--- src/common/stbuf_pkg.sv ---
package stbuf_pkg;

  // ------------------------------------------------------------
  // Sizes
  // ------------------------------------------------------------
  localparam int PADDR_W        = 16;
  localparam int ST_BUF_ENTRIES = 4;
  localparam int ST_DATA_W      = 64;
  localparam int ST_DATA_B      = ST_DATA_W / 8;
  localparam int LINE_W         = 128;
  localparam int LINE_B         = LINE_W / 8;
  localparam int L1D_SETS       = 16;
  localparam int LRQ_ENTRIES    = 2;

  localparam int DW_OFS_W   = $clog2(ST_DATA_B);   // Byte offset in a doubleword
  localparam int LINE_OFS_W = $clog2(LINE_B);      // Byte offset in a line
  localparam int L1D_SET_W  = $clog2(L1D_SETS);
  localparam int L1D_TAG_W  = PADDR_W - LINE_OFS_W - L1D_SET_W;

  typedef logic [PADDR_W-1:0]            paddr_t;
  typedef logic [PADDR_W-DW_OFS_W-1:0]   dw_addr_t;
  typedef logic [PADDR_W-LINE_OFS_W-1:0] line_addr_t;
  typedef logic [ST_DATA_W-1:0]          st_data_t;
  typedef logic [ST_DATA_B-1:0]          st_strb_t;
  typedef logic [LINE_W-1:0]             line_t;
  typedef logic [LRQ_ENTRIES-1:0]        lrq_oh_t;

  typedef struct packed {
    paddr_t   paddr;
    st_data_t data;
    st_strb_t strb;
  } st_req_t;

  typedef struct packed {
    logic     valid;
    paddr_t   paddr;
    st_data_t data;
    st_strb_t strb;
    lrq_oh_t  lrq_index_oh;   // Refill slot this entry waits on
  } st_buffer_entry_t;

  typedef struct packed {
    paddr_t paddr;
  } l1d_rd_req_t;

  typedef struct packed {
    logic hit;
    logic conflict;
  } l1d_s1_resp_t;

  typedef struct packed {
    paddr_t   paddr;
    st_data_t data;
    st_strb_t strb;
  } l1d_wr_req_t;

  typedef struct packed {
    lrq_oh_t index_oh;   // Nonzero when the line is already pending
    logic    full;
  } lrq_resp_t;

  typedef struct packed {
    logic    valid;
    lrq_oh_t resolve_index_oh;
    lrq_oh_t lrq_entry_valids;
  } lrq_resolve_t;

  typedef struct packed {
    line_addr_t line_addr;
    lrq_oh_t    index_oh;
  } mem_rd_req_t;

  typedef struct packed {
    logic     valid;
    paddr_t   paddr;
    st_data_t data;
    st_strb_t strb;
  } mem_wr_t;

  typedef enum logic [3:0] {
    ST_BUF_INIT,
    ST_BUF_RD_L1D,
    ST_BUF_RESP_L1D,
    ST_BUF_LRQ_REFILL,
    ST_BUF_WAIT_REFILL,
    ST_BUF_WAIT_FULL,
    ST_BUF_L1D_UPDATE,
    ST_BUF_L1D_UPD_RESP,
    ST_BUF_WAIT_FINISH
  } st_buffer_state_t;

endpackage

--- src/hdl/l1d_array.sv ---
`timescale 1ns/1ns

module l1d_array
  import stbuf_pkg::*;
(
  input  logic         i_clk,
  input  logic         i_reset_n,
  input  logic         i_rd_valid,
  input  l1d_rd_req_t  i_rd,
  input  logic         i_wr_valid,
  input  l1d_wr_req_t  i_wr,
  input  logic         i_refill_valid,
  input  line_addr_t   i_refill_addr,
  input  line_t        i_refill_data,
  output l1d_s1_resp_t o_s1_resp,
  output logic         o_wr_s1_resp_hit,
  output logic         o_busy
);

  logic [L1D_SETS-1:0]                r_valid;
  logic [L1D_TAG_W-1:0]               r_tag [L1D_SETS];
  line_t                              r_data [L1D_SETS];
  logic                               r_s1_valid;
  logic                               r_s1_conflict;
  logic [L1D_SET_W-1:0]               r_s1_set, w_rd_set, w_wr_set, w_refill_set;
  logic [L1D_TAG_W-1:0]               r_s1_tag, w_rd_tag, w_wr_tag, w_refill_tag;
  logic [LINE_OFS_W-DW_OFS_W-1:0]     w_wr_dw_sel;   // Doubleword slot in the line
  logic                               w_wr_hit;
  line_t                              w_wr_line;

  assign w_rd_set     = i_rd.paddr[LINE_OFS_W +: L1D_SET_W];
  assign w_rd_tag     = i_rd.paddr[PADDR_W-1 -: L1D_TAG_W];
  assign w_wr_set     = i_wr.paddr[LINE_OFS_W +: L1D_SET_W];
  assign w_wr_tag     = i_wr.paddr[PADDR_W-1 -: L1D_TAG_W];
  assign w_wr_dw_sel  = i_wr.paddr[DW_OFS_W +: (LINE_OFS_W - DW_OFS_W)];
  assign w_refill_set = i_refill_addr[L1D_SET_W-1:0];
  assign w_refill_tag = i_refill_addr[L1D_SET_W +: L1D_TAG_W];
  assign w_wr_hit     = i_wr_valid & r_valid[w_wr_set] & (r_tag[w_wr_set] == w_wr_tag);

  always_comb begin
    w_wr_line = r_data[w_wr_set];
    for (int b = 0; b < ST_DATA_B; b++) begin
      if (i_wr.strb[b]) begin
        w_wr_line[(w_wr_dw_sel*ST_DATA_B + b)*8 +: 8] = i_wr.data[b*8 +: 8];
      end
    end
  end

  always_ff @(posedge i_clk, negedge i_reset_n) begin
    if (!i_reset_n) begin
      r_valid          <= '0;
      r_s1_valid       <= 1'b0;
      r_s1_conflict    <= 1'b0;
      r_s1_set         <= '0;
      r_s1_tag         <= '0;
      o_wr_s1_resp_hit <= 1'b0;
      for (int s = 0; s < L1D_SETS; s++) begin
        r_tag[s]  <= '0;
        r_data[s] <= '0;
      end
    end else begin
      r_s1_valid       <= i_rd_valid;
      r_s1_conflict    <= i_rd_valid & i_refill_valid & (w_refill_set == w_rd_set);
      r_s1_set         <= w_rd_set;
      r_s1_tag         <= w_rd_tag;
      o_wr_s1_resp_hit <= w_wr_hit;
      if (w_wr_hit) r_data[w_wr_set] <= w_wr_line;
      if (i_refill_valid) begin   // Refill last, so it wins the set
        r_valid[w_refill_set] <= 1'b1;
        r_tag[w_refill_set]   <= w_refill_tag;
        r_data[w_refill_set]  <= i_refill_data;
      end
    end
  end

  // Tag compare in s1
  assign o_s1_resp.hit      = r_s1_valid & r_valid[r_s1_set] & (r_tag[r_s1_set] == r_s1_tag);
  assign o_s1_resp.conflict = r_s1_valid & r_s1_conflict;
  assign o_busy             = i_refill_valid;

endmodule

--- src/hdl/refill_queue.sv ---
`timescale 1ns/1ns

module refill_queue
  import stbuf_pkg::*;
(
  input  logic         i_clk,
  input  logic         i_reset_n,
  input  paddr_t       i_search_paddr,
  input  logic         i_req_valid,
  input  paddr_t       i_req_paddr,
  input  logic         i_mem_rd_valid,
  input  lrq_oh_t      i_mem_rd_index,
  input  line_t        i_mem_rd_data,
  output lrq_oh_t      o_search_hit,
  output lrq_resp_t    o_resp,
  output lrq_resolve_t o_resolve,
  output logic         o_mem_rd_valid,
  output mem_rd_req_t  o_mem_rd,
  output logic         o_refill_valid,
  output line_addr_t   o_refill_addr,
  output line_t        o_refill_data
);

  lrq_oh_t     r_valid;
  line_addr_t  r_addr [LRQ_ENTRIES];
  line_addr_t  w_search_line;
  line_addr_t  w_req_line;
  lrq_oh_t     w_req_hit;
  lrq_oh_t     w_alloc_oh;
  logic        w_full;
  logic        w_alloc;
  logic        r_mem_rd_valid;
  mem_rd_req_t r_mem_rd;
  logic        r_resolve_valid;
  lrq_oh_t     r_resolve_oh;

  assign w_search_line = i_search_paddr[PADDR_W-1:LINE_OFS_W];
  assign w_req_line    = i_req_paddr[PADDR_W-1:LINE_OFS_W];
  assign w_full        = &r_valid;
  assign w_alloc_oh    = ~r_valid & (r_valid + lrq_oh_t'(1));   // Lowest free slot
  assign w_alloc       = i_req_valid & ~|w_req_hit & !w_full;

  always_comb begin
    o_refill_addr = '0;
    for (int i = 0; i < LRQ_ENTRIES; i++) begin
      o_search_hit[i] = r_valid[i] & (r_addr[i] == w_search_line);
      w_req_hit[i]    = r_valid[i] & (r_addr[i] == w_req_line);
      if (i_mem_rd_index[i]) o_refill_addr = r_addr[i];
    end
  end

  always_ff @(posedge i_clk, negedge i_reset_n) begin
    if (!i_reset_n) begin
      r_valid         <= '0;
      r_mem_rd_valid  <= 1'b0;
      r_mem_rd        <= '0;
      r_resolve_valid <= 1'b0;
      r_resolve_oh    <= '0;
    end else begin
      // Allocation never lands on the slot being freed
      r_valid <= (r_valid | (w_alloc ? w_alloc_oh : '0)) &
                 ~(i_mem_rd_valid ? i_mem_rd_index : '0);
      r_mem_rd_valid  <= w_alloc;
      r_mem_rd        <= '{line_addr: w_req_line, index_oh: w_alloc_oh};
      r_resolve_valid <= i_mem_rd_valid;
      r_resolve_oh    <= i_mem_rd_valid ? i_mem_rd_index : '0;
    end
  end

  always_ff @(posedge i_clk) begin
    for (int i = 0; i < LRQ_ENTRIES; i++) begin
      if (w_alloc && w_alloc_oh[i]) r_addr[i] <= w_req_line;
    end
  end

  assign o_resp.index_oh            = w_req_hit;
  assign o_resp.full                = w_full;
  assign o_resolve.valid            = r_resolve_valid;
  assign o_resolve.resolve_index_oh = r_resolve_oh;
  assign o_resolve.lrq_entry_valids = r_valid;
  assign o_mem_rd_valid             = r_mem_rd_valid;
  assign o_mem_rd                   = r_mem_rd;
  assign o_refill_valid             = i_mem_rd_valid;   // Line goes straight to L1D
  assign o_refill_data              = i_mem_rd_data;

endmodule

--- src/hdl/stbuf_subsys.sv ---
`timescale 1ns/1ns

module stbuf_subsys
  import stbuf_pkg::*;
(
  input  logic        i_clk,
  input  logic        i_reset_n,
  input  logic        i_st_valid,
  input  st_req_t     i_st,
  input  logic        i_fwd_valid,
  input  paddr_t      i_fwd_paddr,
  input  logic        i_mem_rd_valid,
  input  lrq_oh_t     i_mem_rd_index,
  input  line_t       i_mem_rd_data,
  output logic        o_st_ready,
  output logic        o_fwd_hit,
  output logic        o_mem_rd_valid,
  output mem_rd_req_t o_mem_rd,
  output mem_wr_t     o_mem_wr
);

  // ------------------------------------------------------------
  // Internal buses
  // ------------------------------------------------------------
  l1d_s1_resp_t w_l1d_s1_resp;
  logic         w_l1d_wr_s1_resp_hit, w_l1d_busy;
  logic         w_l1d_rd_valid, w_l1d_wr_valid;
  l1d_rd_req_t  w_l1d_rd;
  l1d_wr_req_t  w_l1d_wr;
  lrq_oh_t      w_lrq_search_hit;
  lrq_resp_t    w_lrq_resp;
  lrq_resolve_t w_lrq_resolve;
  logic         w_lrq_req_valid, w_refill_valid;
  paddr_t       w_lrq_paddr, w_search_paddr;
  line_addr_t   w_refill_addr;
  line_t        w_refill_data;

  st_buffer u_st_buffer (
    .i_clk, .i_reset_n, .i_st_valid, .i_st, .i_fwd_valid, .i_fwd_paddr,
    .i_l1d_s1_resp        (w_l1d_s1_resp),
    .i_l1d_wr_s1_resp_hit (w_l1d_wr_s1_resp_hit),
    .i_l1d_busy           (w_l1d_busy),
    .i_lrq_search_hit     (w_lrq_search_hit),
    .i_lrq_resp           (w_lrq_resp),
    .i_lrq_resolve        (w_lrq_resolve),
    .o_st_ready, .o_fwd_hit,
    .o_l1d_rd_valid       (w_l1d_rd_valid),
    .o_l1d_rd             (w_l1d_rd),
    .o_l1d_wr_valid       (w_l1d_wr_valid),
    .o_l1d_wr             (w_l1d_wr),
    .o_lrq_req_valid      (w_lrq_req_valid),
    .o_lrq_paddr          (w_lrq_paddr),
    .o_search_paddr       (w_search_paddr),
    .o_mem_wr
  );

  l1d_array u_l1d_array (
    .i_clk, .i_reset_n,
    .i_rd_valid       (w_l1d_rd_valid),
    .i_rd             (w_l1d_rd),
    .i_wr_valid       (w_l1d_wr_valid),
    .i_wr             (w_l1d_wr),
    .i_refill_valid   (w_refill_valid),
    .i_refill_addr    (w_refill_addr),
    .i_refill_data    (w_refill_data),
    .o_s1_resp        (w_l1d_s1_resp),
    .o_wr_s1_resp_hit (w_l1d_wr_s1_resp_hit),
    .o_busy           (w_l1d_busy)
  );

  refill_queue u_refill_queue (
    .i_clk, .i_reset_n,
    .i_search_paddr (w_search_paddr),
    .i_req_valid    (w_lrq_req_valid),
    .i_req_paddr    (w_lrq_paddr),
    .i_mem_rd_valid, .i_mem_rd_index, .i_mem_rd_data,
    .o_search_hit   (w_lrq_search_hit),
    .o_resp         (w_lrq_resp),
    .o_resolve      (w_lrq_resolve),
    .o_mem_rd_valid, .o_mem_rd,
    .o_refill_valid (w_refill_valid),
    .o_refill_addr  (w_refill_addr),
    .o_refill_data  (w_refill_data)
  );

endmodule

--- src/st_buffer/st_buffer.sv ---
`timescale 1ns/1ns

module st_buffer
  import stbuf_pkg::*;
(
  input  logic         i_clk,
  input  logic         i_reset_n,
  input  logic         i_st_valid,
  input  st_req_t      i_st,
  input  logic         i_fwd_valid,
  input  paddr_t       i_fwd_paddr,
  input  l1d_s1_resp_t i_l1d_s1_resp,
  input  logic         i_l1d_wr_s1_resp_hit,
  input  logic         i_l1d_busy,
  input  lrq_oh_t      i_lrq_search_hit,
  input  lrq_resp_t    i_lrq_resp,
  input  lrq_resolve_t i_lrq_resolve,
  output logic         o_st_ready,
  output logic         o_fwd_hit,
  output logic         o_l1d_rd_valid,
  output l1d_rd_req_t  o_l1d_rd,
  output logic         o_l1d_wr_valid,
  output l1d_wr_req_t  o_l1d_wr,
  output logic         o_lrq_req_valid,
  output paddr_t       o_lrq_paddr,
  output paddr_t       o_search_paddr,
  output mem_wr_t      o_mem_wr
);

  typedef logic [ST_BUF_ENTRIES-1:0] ent_mask_t;

  st_buffer_entry_t w_entries [ST_BUF_ENTRIES];
  st_buffer_entry_t w_new_entry;
  ent_mask_t        w_same_dw, w_mergeable, w_free, w_merge_oh, w_load_oh;
  ent_mask_t        w_rd_req, w_wr_req, w_lrq_req, w_finish_req, w_fwd_hit;
  ent_mask_t        w_rd_grant, w_wr_grant, w_lrq_grant, w_finish_grant;
  ent_mask_t        r_rd_oh;   // Entry now in RESP_L1D
  ent_mask_t        r_wr_oh;   // Entry now in L1D_UPD_RESP
  logic             w_stall;
  logic             w_st_fire;
  dw_addr_t         w_st_dw;
  mem_wr_t          w_mem_wr_next;
  mem_wr_t          r_mem_wr;

  // ------------------------------------------------------------
  // Store steering
  // ------------------------------------------------------------
  assign w_st_dw     = i_st.paddr[PADDR_W-1:DW_OFS_W];
  assign w_merge_oh  = w_same_dw & w_mergeable;
  assign w_stall     = |(w_same_dw & ~w_mergeable);   // Keep one doubleword in order
  assign w_load_oh   = w_free & (~w_free + ent_mask_t'(1));
  assign o_st_ready  = !w_stall & (|w_merge_oh | |w_free);
  assign w_st_fire   = i_st_valid & o_st_ready;
  assign w_new_entry = '{valid: 1'b1, paddr: i_st.paddr, data: i_st.data,
                         strb: i_st.strb, lrq_index_oh: '0};

  // Fixed priority, lowest index first
  assign w_rd_grant     = i_l1d_busy ? '0 : (w_rd_req & (~w_rd_req + ent_mask_t'(1)));
  assign w_wr_grant     = i_l1d_busy ? '0 : (w_wr_req & (~w_wr_req + ent_mask_t'(1)));
  assign w_lrq_grant    = w_lrq_req & (~w_lrq_req + ent_mask_t'(1));
  assign w_finish_grant = w_finish_req & (~w_finish_req + ent_mask_t'(1));

  for (genvar i = 0; i < ST_BUF_ENTRIES; i++) begin : g_entry
    assign w_free[i]    = !w_entries[i].valid;
    assign w_same_dw[i] = w_entries[i].valid &
                          (w_entries[i].paddr[PADDR_W-1:DW_OFS_W] == w_st_dw);

    st_buffer_entry u_entry (
      .i_clk, .i_reset_n,
      .i_load               (w_st_fire & ~|w_merge_oh & w_load_oh[i]),
      .i_merge_accept       (w_st_fire & w_merge_oh[i]),
      .i_entry              (w_new_entry),
      .i_l1d_rd_accepted    (w_rd_grant[i]),
      .i_l1d_s1_resp,
      .i_l1d_wr_accepted    (w_wr_grant[i]),
      .i_l1d_wr_s1_resp_hit,
      .i_lrq_accepted       (w_lrq_grant[i]),
      .i_lrq_search_hit,
      .i_lrq_resp,
      .i_lrq_resolve,
      .i_fwd_valid,
      .i_fwd_paddr,
      .i_finish_accepted    (w_finish_grant[i]),
      .o_l1d_rd_req         (w_rd_req[i]),
      .o_l1d_wr_req         (w_wr_req[i]),
      .o_lrq_req            (w_lrq_req[i]),
      .o_ready_to_merge     (w_mergeable[i]),
      .o_entry              (w_entries[i]),
      .o_fwd_hit            (w_fwd_hit[i]),
      .o_entry_finish       (w_finish_req[i])
    );
  end

  // ------------------------------------------------------------
  // Payload muxes
  // ------------------------------------------------------------
  always_comb begin
    o_l1d_rd       = '0;
    o_l1d_wr       = '0;
    o_lrq_paddr    = '0;
    o_search_paddr = '0;
    w_mem_wr_next  = '0;
    for (int i = 0; i < ST_BUF_ENTRIES; i++) begin
      if (w_rd_grant[i]) o_l1d_rd.paddr = w_entries[i].paddr;
      if (w_wr_grant[i]) begin
        o_l1d_wr = '{paddr: w_entries[i].paddr, data: w_entries[i].data,
                     strb: w_entries[i].strb};
      end
      if (w_lrq_grant[i]) o_lrq_paddr = w_entries[i].paddr;
      if (r_rd_oh[i]) o_search_paddr = w_entries[i].paddr;
      if (r_wr_oh[i]) begin
        w_mem_wr_next.paddr = w_entries[i].paddr;
        w_mem_wr_next.data  = w_entries[i].data;
        w_mem_wr_next.strb  = w_entries[i].strb;
      end
    end
    w_mem_wr_next.valid = |r_wr_oh & i_l1d_wr_s1_resp_hit;
  end

  always_ff @(posedge i_clk, negedge i_reset_n) begin
    if (!i_reset_n) begin
      r_rd_oh  <= '0;
      r_wr_oh  <= '0;
      r_mem_wr <= '0;
    end else begin
      r_rd_oh  <= w_rd_grant;
      r_wr_oh  <= w_wr_grant;
      r_mem_wr <= w_mem_wr_next;   // One report per finished entry
    end
  end

  assign o_l1d_rd_valid  = |w_rd_grant;
  assign o_l1d_wr_valid  = |w_wr_grant;
  assign o_lrq_req_valid = |w_lrq_grant;
  assign o_fwd_hit       = |w_fwd_hit;
  assign o_mem_wr        = r_mem_wr;

endmodule

--- src/st_buffer/st_buffer_entry.sv ---
`timescale 1ns/1ns

module st_buffer_entry
  import stbuf_pkg::*;
(
  input  logic             i_clk,
  input  logic             i_reset_n,
  input  logic             i_load,
  input  logic             i_merge_accept,
  input  st_buffer_entry_t i_entry,
  input  logic             i_l1d_rd_accepted,
  input  l1d_s1_resp_t     i_l1d_s1_resp,
  input  logic             i_l1d_wr_accepted,
  input  logic             i_l1d_wr_s1_resp_hit,
  input  logic             i_lrq_accepted,
  input  lrq_oh_t          i_lrq_search_hit,
  input  lrq_resp_t        i_lrq_resp,
  input  lrq_resolve_t     i_lrq_resolve,
  input  logic             i_fwd_valid,
  input  paddr_t           i_fwd_paddr,
  input  logic             i_finish_accepted,
  output logic             o_l1d_rd_req,
  output logic             o_l1d_wr_req,
  output logic             o_lrq_req,
  output logic             o_ready_to_merge,
  output st_buffer_entry_t o_entry,
  output logic             o_fwd_hit,
  output logic             o_entry_finish
);

  st_buffer_entry_t r_entry;
  st_buffer_entry_t w_entry_next;
  st_buffer_state_t r_state;
  st_buffer_state_t w_state_next;
  logic             w_resolve_match;
  logic             w_dep_alive;
  dw_addr_t         w_entry_dw;
  dw_addr_t         w_fwd_dw;

  assign w_resolve_match = i_lrq_resolve.valid &
                           (i_lrq_resolve.resolve_index_oh == r_entry.lrq_index_oh);
  assign w_dep_alive = |(i_lrq_resolve.lrq_entry_valids & r_entry.lrq_index_oh);

  always_ff @(posedge i_clk, negedge i_reset_n) begin
    if (!i_reset_n) begin
      r_entry <= '0;
      r_state <= ST_BUF_INIT;
    end else begin
      r_entry <= w_entry_next;
      r_state <= w_state_next;
    end
  end

  always_comb begin
    w_entry_next = r_entry;
    w_state_next = r_state;

    // Later store wins on every strobed byte
    if (r_entry.valid && i_merge_accept) begin
      for (int b = 0; b < ST_DATA_B; b++) begin
        if (i_entry.strb[b]) begin
          w_entry_next.data[b*8 +: 8] = i_entry.data[b*8 +: 8];
        end
      end
      w_entry_next.strb = r_entry.strb | i_entry.strb;
    end

    case (r_state)
      ST_BUF_INIT: begin
        if (i_load) begin
          w_entry_next = i_entry;
          w_state_next = ST_BUF_RD_L1D;
        end
      end
      ST_BUF_RD_L1D: begin
        if (i_l1d_rd_accepted) w_state_next = ST_BUF_RESP_L1D;
      end
      ST_BUF_RESP_L1D: begin
        if (|i_lrq_search_hit) begin
          if (i_lrq_resolve.valid &&
              (i_lrq_resolve.resolve_index_oh == i_lrq_search_hit)) begin
            w_state_next = ST_BUF_RD_L1D;   // Line just landed, replay
          end else begin
            w_state_next = ST_BUF_WAIT_REFILL;
            w_entry_next.lrq_index_oh = i_lrq_search_hit;
          end
        end else if (i_l1d_s1_resp.conflict) begin
          w_state_next = ST_BUF_RD_L1D;
        end else if (!i_l1d_s1_resp.hit) begin
          w_state_next = ST_BUF_LRQ_REFILL;
        end else begin
          w_state_next = ST_BUF_L1D_UPDATE;
        end
      end
      ST_BUF_LRQ_REFILL: begin
        if (i_lrq_accepted) begin
          if (|i_lrq_resp.index_oh) begin
            w_state_next = ST_BUF_WAIT_REFILL;   // Someone already asked for it
            w_entry_next.lrq_index_oh = i_lrq_resp.index_oh;
          end else if (i_lrq_resp.full) begin
            w_state_next = ST_BUF_WAIT_FULL;
          end else begin
            w_state_next = ST_BUF_RD_L1D;   // Fresh slot, search again on replay
          end
        end
      end
      ST_BUF_WAIT_REFILL: begin
        if (w_resolve_match || !w_dep_alive) w_state_next = ST_BUF_RD_L1D;
      end
      ST_BUF_WAIT_FULL: begin
        if (!i_lrq_resp.full) w_state_next = ST_BUF_RD_L1D;
      end
      ST_BUF_L1D_UPDATE: begin
        if (i_l1d_wr_accepted) w_state_next = ST_BUF_L1D_UPD_RESP;
      end
      ST_BUF_L1D_UPD_RESP: begin
        // Line may have been replaced since the tag check
        w_state_next = i_l1d_wr_s1_resp_hit ? ST_BUF_WAIT_FINISH : ST_BUF_RD_L1D;
      end
      ST_BUF_WAIT_FINISH: begin
        if (i_finish_accepted) begin
          w_state_next       = ST_BUF_INIT;
          w_entry_next.valid = 1'b0;
        end
      end
      default: begin
        w_state_next = ST_BUF_INIT;
      end
    endcase
  end

  assign o_entry          = r_entry;
  assign o_l1d_rd_req     = r_entry.valid & (r_state == ST_BUF_RD_L1D);
  assign o_l1d_wr_req     = r_entry.valid & (r_state == ST_BUF_L1D_UPDATE);
  assign o_lrq_req        = r_entry.valid & (r_state == ST_BUF_LRQ_REFILL);
  assign o_entry_finish   = r_entry.valid & (r_state == ST_BUF_WAIT_FINISH);
  assign o_ready_to_merge = r_entry.valid &
                            (r_state != ST_BUF_L1D_UPDATE) &
                            (r_state != ST_BUF_L1D_UPD_RESP) &
                            (r_state != ST_BUF_WAIT_FINISH);

  // ------------------------------------------------------------
  // Forward check
  // ------------------------------------------------------------
  assign w_entry_dw = r_entry.paddr[PADDR_W-1:DW_OFS_W];
  assign w_fwd_dw   = i_fwd_paddr[PADDR_W-1:DW_OFS_W];
  assign o_fwd_hit  = r_entry.valid & i_fwd_valid & (w_entry_dw == w_fwd_dw);

endmodule

--- config.mk ---
export PLATFORM = sky130hd
export DESIGN_NAME = stbuf_subsys
export DESIGN_NICKNAME = d
export VERILOG_FILES = /design/src/common/stbuf_pkg.sv /design/src/hdl/l1d_array.sv /design/src/hdl/refill_queue.sv /design/src/hdl/stbuf_subsys.sv /design/src/st_buffer/st_buffer.sv /design/src/st_buffer/st_buffer_entry.sv
export SDC_FILE = /design/constraint.sdc
export NUM_CORES = 2
export LEC_CHECK = 0
export ABC_AREA = 1
export BUFFER_PORTS_ARGS = -buffer_cell sky130_fd_sc_hd__buf_2
export CAP_MARGIN = 15
export CORE_MARGIN = 8
export CORE_UTILIZATION = 43
export CTS_CLUSTER_SIZE = 30
export DETAILED_ROUTE_END_ITERATION = 8
export GPL_TIMING_DRIVEN = 0
export SYNTH_ARGS = -nofsm -noshare
export SYNTH_HDL_FRONTEND = slang
export SYNTH_SLANG_ARGS = --single-unit
export TNS_END_PERCENT = 20
--- constraint.sdc ---
create_clock -name i_clk -period 3.85 [get_ports i_clk]
set_clock_uncertainty 0.05 [all_clocks]
set_input_delay 0 -clock i_clk [delete_from_list [all_inputs] [get_ports i_clk]]
set_output_delay 0 -clock i_clk [all_outputs]
set_load 0.01 [all_outputs]
# Word level (Yosys, flattened, before mapping)
# Memory sizes are Yosys's and may differ from the RTL's.
# Index checks and enable logic that the tools add are counted.
# word_totals
word_cells	493
memories	1
mem_bits_rw	24
output_inout_bits	106
ff_bits	656
in_bits	239
# memory_table
name	words	word_bits	read_ports	rd_ports_with_merged_regs	wr	line_no	source
u_refill_queue.r_addr	2	12	2	0	1	refill_queue.sv:25	line_addr_t r_addr [LRQ_ENTRIES];
# classes
add_sub_neg	6
magnitude_cmp	8
n_bitwise	100
n_mux	147
n_eq_ne	104
n_reduce_logical	69
# ops
operator	count
88-bit 2-to-1 mux	8
72-bit 2-to-1 mux	8
91-bit 2-to-1 mux	4
8-bit 2-to-1 mux	37
16-bit 2-to-1 mux	12
4-bit one-hot mux with 9 select lines	4
128-bit bitwise mux	1
4-bit 2-to-1 mux	30
13-bit equality test	8
1-bit bitwise AND	69
8-bit binary-select mux with 4-bit select	2
4-bit by 3-bit equality test with 1-bit output, second input constant	16
12-bit equality test	4
2-bit by 1-bit inequality test with 1-bit output, second input constant	23
12-bit 2-to-1 mux	3
2-bit inequality test, second input constant	17
8-bit demux with 4-bit select	1
4-bit by 2-bit equality test with 1-bit output, second input constant	8
4-bit by 3-bit inequality test with 1-bit output, second input constant	8
8-bit bitwise OR	4
4-bit OR reduction	8
4-bit bitwise AND	7
7-bit AND reduction	4
4-bit inverter	6
other kinds (36)	142

# Logic depth before layout (Yosys ltp)
# depth
depth_word	20
ltp_mapped	22
depth_no_buf	22

# Cells and area by module
# From an unflattened synthesis, not the netlist that was laid out.
# hier_totals
hier_cells	5271
area_unflattened_um2	39477.9
# by_module_without_submodules
module	area_per_inst_um2	cells_per_inst	n_inst	seq_area_each_um2
st_buffer_entry	4393.0	515	4	2377.3
st_buffer	9569.2	1512	1	2427.3
l1d_array	8946.1	1280	1	3978.8
refill_queue	3390.8	419	1	1221.2

# Least setup slack after synthesis
# OpenSTA, ideal clock, no wires.
# synth_path
path_kind	reg-to-reg
startpoint	reg u_st_buffer.g_entry[2].u_entry.r_state[3]
endpoint	mem u_refill_queue.r_addr[0][12] (netlist name) (enable)
arrival_ns	2.462
n_path_buf	1
path_slack_ns	0.957
stages_incl_launch_ff	17
path_cell_list	dfrtp_1 nor2_1 nand2_1 nor2_2 nand3_2 buf_4 nor2_1 nor2_2 nand2_1 nand2_1 o21ai_1 nor2_1 nand2_1 nor2_2 nand2_2 nand3_1 nor3_2
# synth_between
elab_chain_cells	18
elab_cells_between_ends	25
classes_between	add/sub (1); eq/ne (3); mux (8); bitwise (7); reduce/logical (6)
# synth_lines
item	line_no	source
from (decl)	st_buffer_entry.sv:33	st_buffer_state_t r_state;
from (signal assigned)	st_buffer_entry.sv:50	r_state <= w_state_next;
4-bit by 2-bit equality test with 1-bit output (*)	st_buffer_entry.sv:135	assign o_lrq_req = r_entry.valid & (r_state == ST_BUF_LRQ_REFILL);
1-bit bitwise AND (*)	st_buffer_entry.sv:135	
4-bit inverter	st_buffer.sv:60	assign w_lrq_grant = w_lrq_req & (~w_lrq_req + ent_mask_t'(1));
4-bit by 1-bit adder with 4-bit output	st_buffer.sv:60	
4-bit bitwise AND (*)	st_buffer.sv:60	
16-bit 2-to-1 mux	st_buffer.sv:109	if (w_lrq_grant[i]) o_lrq_paddr = w_entries[i].paddr;
16-bit 2-to-1 mux (*)	st_buffer.sv:109	
named net u_refill_queue.i_req_paddr[9]	refill_queue.sv:10	input paddr_t i_req_paddr,
[... 2 more ...]	-	
2-bit OR reduction (*)	refill_queue.sv:41	assign w_alloc = i_req_valid & ~|w_req_hit & !w_full;
1-bit zero test (*)	refill_queue.sv:41	
1-bit bitwise AND (*) (2 in series)	refill_queue.sv:41	
1-bit logical AND	refill_queue.sv:72	if (w_alloc && w_alloc_oh[i]) r_addr[i] <= w_req_line;
1-bit 2-to-1 mux	refill_queue.sv:72	
1-bit 2-to-1 mux (implied by the code)	refill_queue.sv:72	
12-bit OR reduction (no source line)	-	
1-bit 2-to-1 mux (no source line)	-	
to (decl)	refill_queue.sv:25	
# The timed path passes the listed nets; every way through them passes the cells marked *.

==> results.py <==
metrics = {
    "outcome": {
        "status": "complete, but fails checks",
        "failed_checks": "setup timing",
    },
    "logic_synthesis": {
        "postSynthCellCount": 4956,
        "netlist.area_leader.share": 0.4410,
        "yosys_register_bits": 680,
        "async_flop_share": 0.9647,
        "syn-cell-area_um2": 37220,
        "synth_area_per_cell_um2": 7.510,
        "synth-seq-area-share": 0.4604,
        "synthTopCellsByArea": "dfrtp_1 44%, nand2_1 12%, o21ai_0 7.6%, nand3_1 5.0%, a21oi_1 4.5%",
        "synth_commonest_cells": "1217 x nand2_1, 656 x dfrtp_1, 564 x o21ai_0",
        "synth_warnings": 0,
        "yosysUniqueCellTypes": 57,
        "post-synth-top-count-cell": "nand2_1",
        "synth_flop_cell": "dfrtp_1",
        "synth_edf_count": 24,
        "syn-num-nets": 5195,
        "synth_top_area_cell": "dfrtp_1",
    },
    "floorplanning": {
        "die_w_um": 310.2,
        "rows": 108,
        "io_pins": 345,
        "die_area_um2": 96230,
        "start_util": 0.4317,
        "die_y_um": 310.2,
        "core_area_um2": 86210,
    },
    "power_and_ir_drop": {
        "clkPwrFrac": 0.480,
        "p_leak_nw": 20.75,
        "peakVddDrop_mv": 0.3732,
        "power.switching_w": 0.004485,
        "seq_power_share": 0.448,
        "combPwrFrac": 0.072,
        "swShare": 0.2600,
        "power.internal_w": 0.01277,
        "total_power_w": 0.01725,
        "power_density_nw_per_um2": 393.2,
    },
    "cells_and_area": {
        "final_util": 0.5088,
        "stdcell_area_um2": 43870,
        "multi_input_area_um2": 17270,
        "nets": 5596,
        "seqCellArea_um2": 17140,
        "syn_to_final_growth_pct": 17.86,
        "drive_gt1_frac": 0.1136,
        "fill_cells": 8656,
    },
    "timing": {
        "setup_slack_ns": -0.03126,
        "drv_slew": 0,
        "hold_violations": 0,
        "period_needed_ns": 3.881,
        "setup_violations": 14,
        "rsz0062_at_grt": "true",
        "worstMarginPinSlew_ns": 1.151,
        "whs_ns": 0.009050,
        "fin_crit_sh": 1.008,
        "relSlewSlack": 0.2246,
        "fmaxAchievable_ghz": 0.2576,
    },
    "critical_path": {
        "path_class": "flop to flop",
        "r2r_slack_ns": -0.03,
        "worstRegToRegCells": 14,
        "worst_setup_path_start_kind": "flop",
        "cpPeakStageDelay_ns": 0.52,
        "crit_path_cell_trace": "inv_1, o22ai_1, nor2_1, nand2_1, nor2_1, nand3_1, nand2_1, nor2_4, nand4_2, nor2_1, nand2_1, buf_2, clkbuf_1, a21oi_1",
        "crit_path_end_kind": "flop",
        "crit_family": "simple AND/OR/NAND/NOR gates",
        "cp.depth": 14,
        "crit_buf_inv": 3,
        "cp_slowest_cell": "clkbuf_1",
        "cp.required_ns": 4.32,
        "cp_max_fo": 10,
        "arrival_ns": 4.36,
    },
    "global_routing": {
        "grt_pass1_wl_um": 255100,
        "antenna_found_initial": 8,
        "grt_max_degree": 118,
        "track_usage": 0.3535,
        "gr-total-overflow": 0,
        "first_global_vias": 37900,
    },
    "route": {
        "antenna_left": 0,
        "via_per_inst": 5.990,
        "drt_pass1_iterations": 8,
        "totalWireLength_um": 173900,
        "post-route-drc-count": 0,
        "post_drt_wl_per_cell_um": 26.41,
        "vias": 39440,
        "drt-initial-drc-count": 5124,
    },
    "cts": {
        "clockBufferDepth": 3,
        "clock-root-buffer": "clkbuf_16",
        "path_clk_slew_ns": 0.06,
        "cts_tree": "done",
        "clock-sinks": 680,
        "cts-buffers-inserted": 82,
        "worstSkewPairLatency_ns": 0.68,
        "htreeDepth": 3,
    },
    "placed_design": {
        "dp_hpwl_um": 124200,
        "io_buffers": 205,
        "place.gp.congestion": 1.007,
        "dpl_cell_area_um2": 39920,
    },
    "hold_path": {
        "hold_path.class": "primary input to flop",
        "holdPathStages": 5,
    },
    "job": {
        "drv_cap": 0,
    },
}
-- through the flow --
| stage | setup slack, ns | std cells | setup TNS, ns |
|---|---|---|---|
| final | -0.03126 | 6585 | -0.2639 |
| after global routing | -0.06445 | 6577 | -1.374 |
| after CTS | 0.01048 | 6573 | 0 |
| after detailed placement | -0.1942 | 6328 | -11.40 |
| after global placement | -11.80 | 6316 | -7714.63 |
| after floorplan | 0.9573 | 4956 | 0 |
-- cells in the final DEF, fill, tap and decap left out, types with 11 or more instances in the layout --
cell	n
clkbuf_1	173
o21ai_0	556
clkbuf_8	12
xor2_1	14
buf_6	11
nor2_2	16
nor2_4	14
nand2_1	1215
a31oi_1	47
buf_2	276
dlygate4sd3_1	94
buf_1	13
edfxtp_1	24
o211ai_1	49
clkinv_2	15
nand2_2	30
clkbuf_2	19
inv_1	346
xnor2_1	12
nor2_1	398
dfrtp_1	651
nand3_1	372
nand4_1	33
a22oi_1	160
nand3b_1	21
inv_2	39
a21oi_1	336
o221ai_1	24
clkbuf_16	83
buf_4	31
o22ai_1	89
o21ai_1	121
nor3_1	14
-- kinds of logic (layout without fill, tap and decap cells) --
group                     count (synthesis)  in the layout  share of synthesized area
AOI/OAI and AO/OA                      1406           1406                     0.2127
xor gates and xnor gates                 26             26                   0.006118
buffers and inverters                   694           1159                    0.07657
DFF                                     680            680                     0.4604
other                                     1             10                  0.0001007
and+or+nand+nor                        2149           2149                     0.2441
-- area by class of cell --
class | instances | area share
multi-input combinational | 3582 | 0.3937
sequential | 680 | 0.3908
clock buffer | 108 | 0.05222
timing repair buffer | 317 | 0.05174
inverter | 396 | 0.03425
tap | 1155 | 0.03294
buffer | 298 | 0.03189
clock inverter | 40 | 0.01192
antenna | 9 | 0.0005134
-- registers in the layout (all words and copies together), names as in the netlist --
signal                               flops
u_l1d_array.o_wr_s1_resp_hit             1
u_l1d_array.r_s1_conflict                1
u_l1d_array.r_s1_set                     4
u_l1d_array.r_s1_tag                     8
u_l1d_array.r_s1_valid                   1
u_l1d_array.r_tag                      128
u_l1d_array.r_valid                     16
u_refill_queue.o_mem_rd                 14
u_refill_queue.o_mem_rd_valid            1
u_refill_queue.r_addr                   24
u_refill_queue.r_resolve_oh              2
u_refill_queue.r_resolve_valid           1
u_refill_queue.r_valid                   2
u_st_buffer.g_entry.u_entry.o_entry    364
u_st_buffer.g_entry.u_entry.r_state     16
u_st_buffer.o_mem_wr                    89
u_st_buffer.r_rd_oh                      4
u_st_buffer.r_wr_oh                      4
-- path summary, 6_finish.rpt --
check | startpoint | endpoint
max | u_st_buffer.g_entry[3].u_entry.o_entry[82]$_DFFE_PN0P_ | u_st_buffer.g_entry[0].u_entry.o_entry[56]$_DFF_PN0_
min | i_st[0] | u_st_buffer.g_entry[2].u_entry.o_entry[13]$_DFF_PN0_
max reg2reg | u_st_buffer.g_entry[3].u_entry.o_entry[82]$_DFFE_PN0P_ | u_st_buffer.g_entry[0].u_entry.o_entry[56]$_DFF_PN0_
min reg2reg | u_l1d_array.r_valid[10]$_DFFE_PN0P_ | u_l1d_array.r_valid[10]$_DFFE_PN0P_
max in group asynchronous | i_reset_n | u_st_buffer.g_entry[3].u_entry.o_entry[49]$_DFF_PN0_
min in group asynchronous | i_reset_n | u_refill_queue.o_mem_rd[11]$_DFF_PN0_
-- power by group through the flow --
stage,Sequential [W],Combinational (W),Clock [W]
final,0.00772,0.00125,0.00828
after global routing,0.00775,0.00140,0.00864
after CTS,0.00771,0.00123,0.00833
after detailed placement,0.00783,0.00114,0
after global placement,0.00783,0.00110,0
after floorplan,0.00774,0.000625,0
-- worst register-to-register path: stages (launching register included) --
cell	delay, ns
dfrtp_1	0.48
inv_1	0.45
o22ai_1	0.17
nor2_1	0.11
nand2_1	0.08
nor2_1	0.25
nand3_1	0.22
nand2_1	0.16
nor2_4	0.07
nand4_2	0.20
nor2_1	0.11
nand2_1	0.30
buf_2	0.39
clkbuf_1	0.53
a21oi_1	0.16
-- per-layer routing --
metal / part of all wire / vias to the layer above / GRT usage
met3: 0.10 / 528 / 0.08039
met1: 0.40 / 19040 / 0.4683
li1: - / 17560 / -
met2: 0.44 / 2318 / 0.5429
met5: 0.00017 / - / 0
met4: 0.056 / 4 / 0.1782
-- repair_timing --
action,in CTS,in global routing
pin swaps,0,1
endpoints found under the setup margin,127,349
hold buffers,95,0
buffers inserted,2,2
hold endpoints to repair,688,0
gates cloned,0,0
resized for setup,15,39
(Power assumes the default switching activity.)
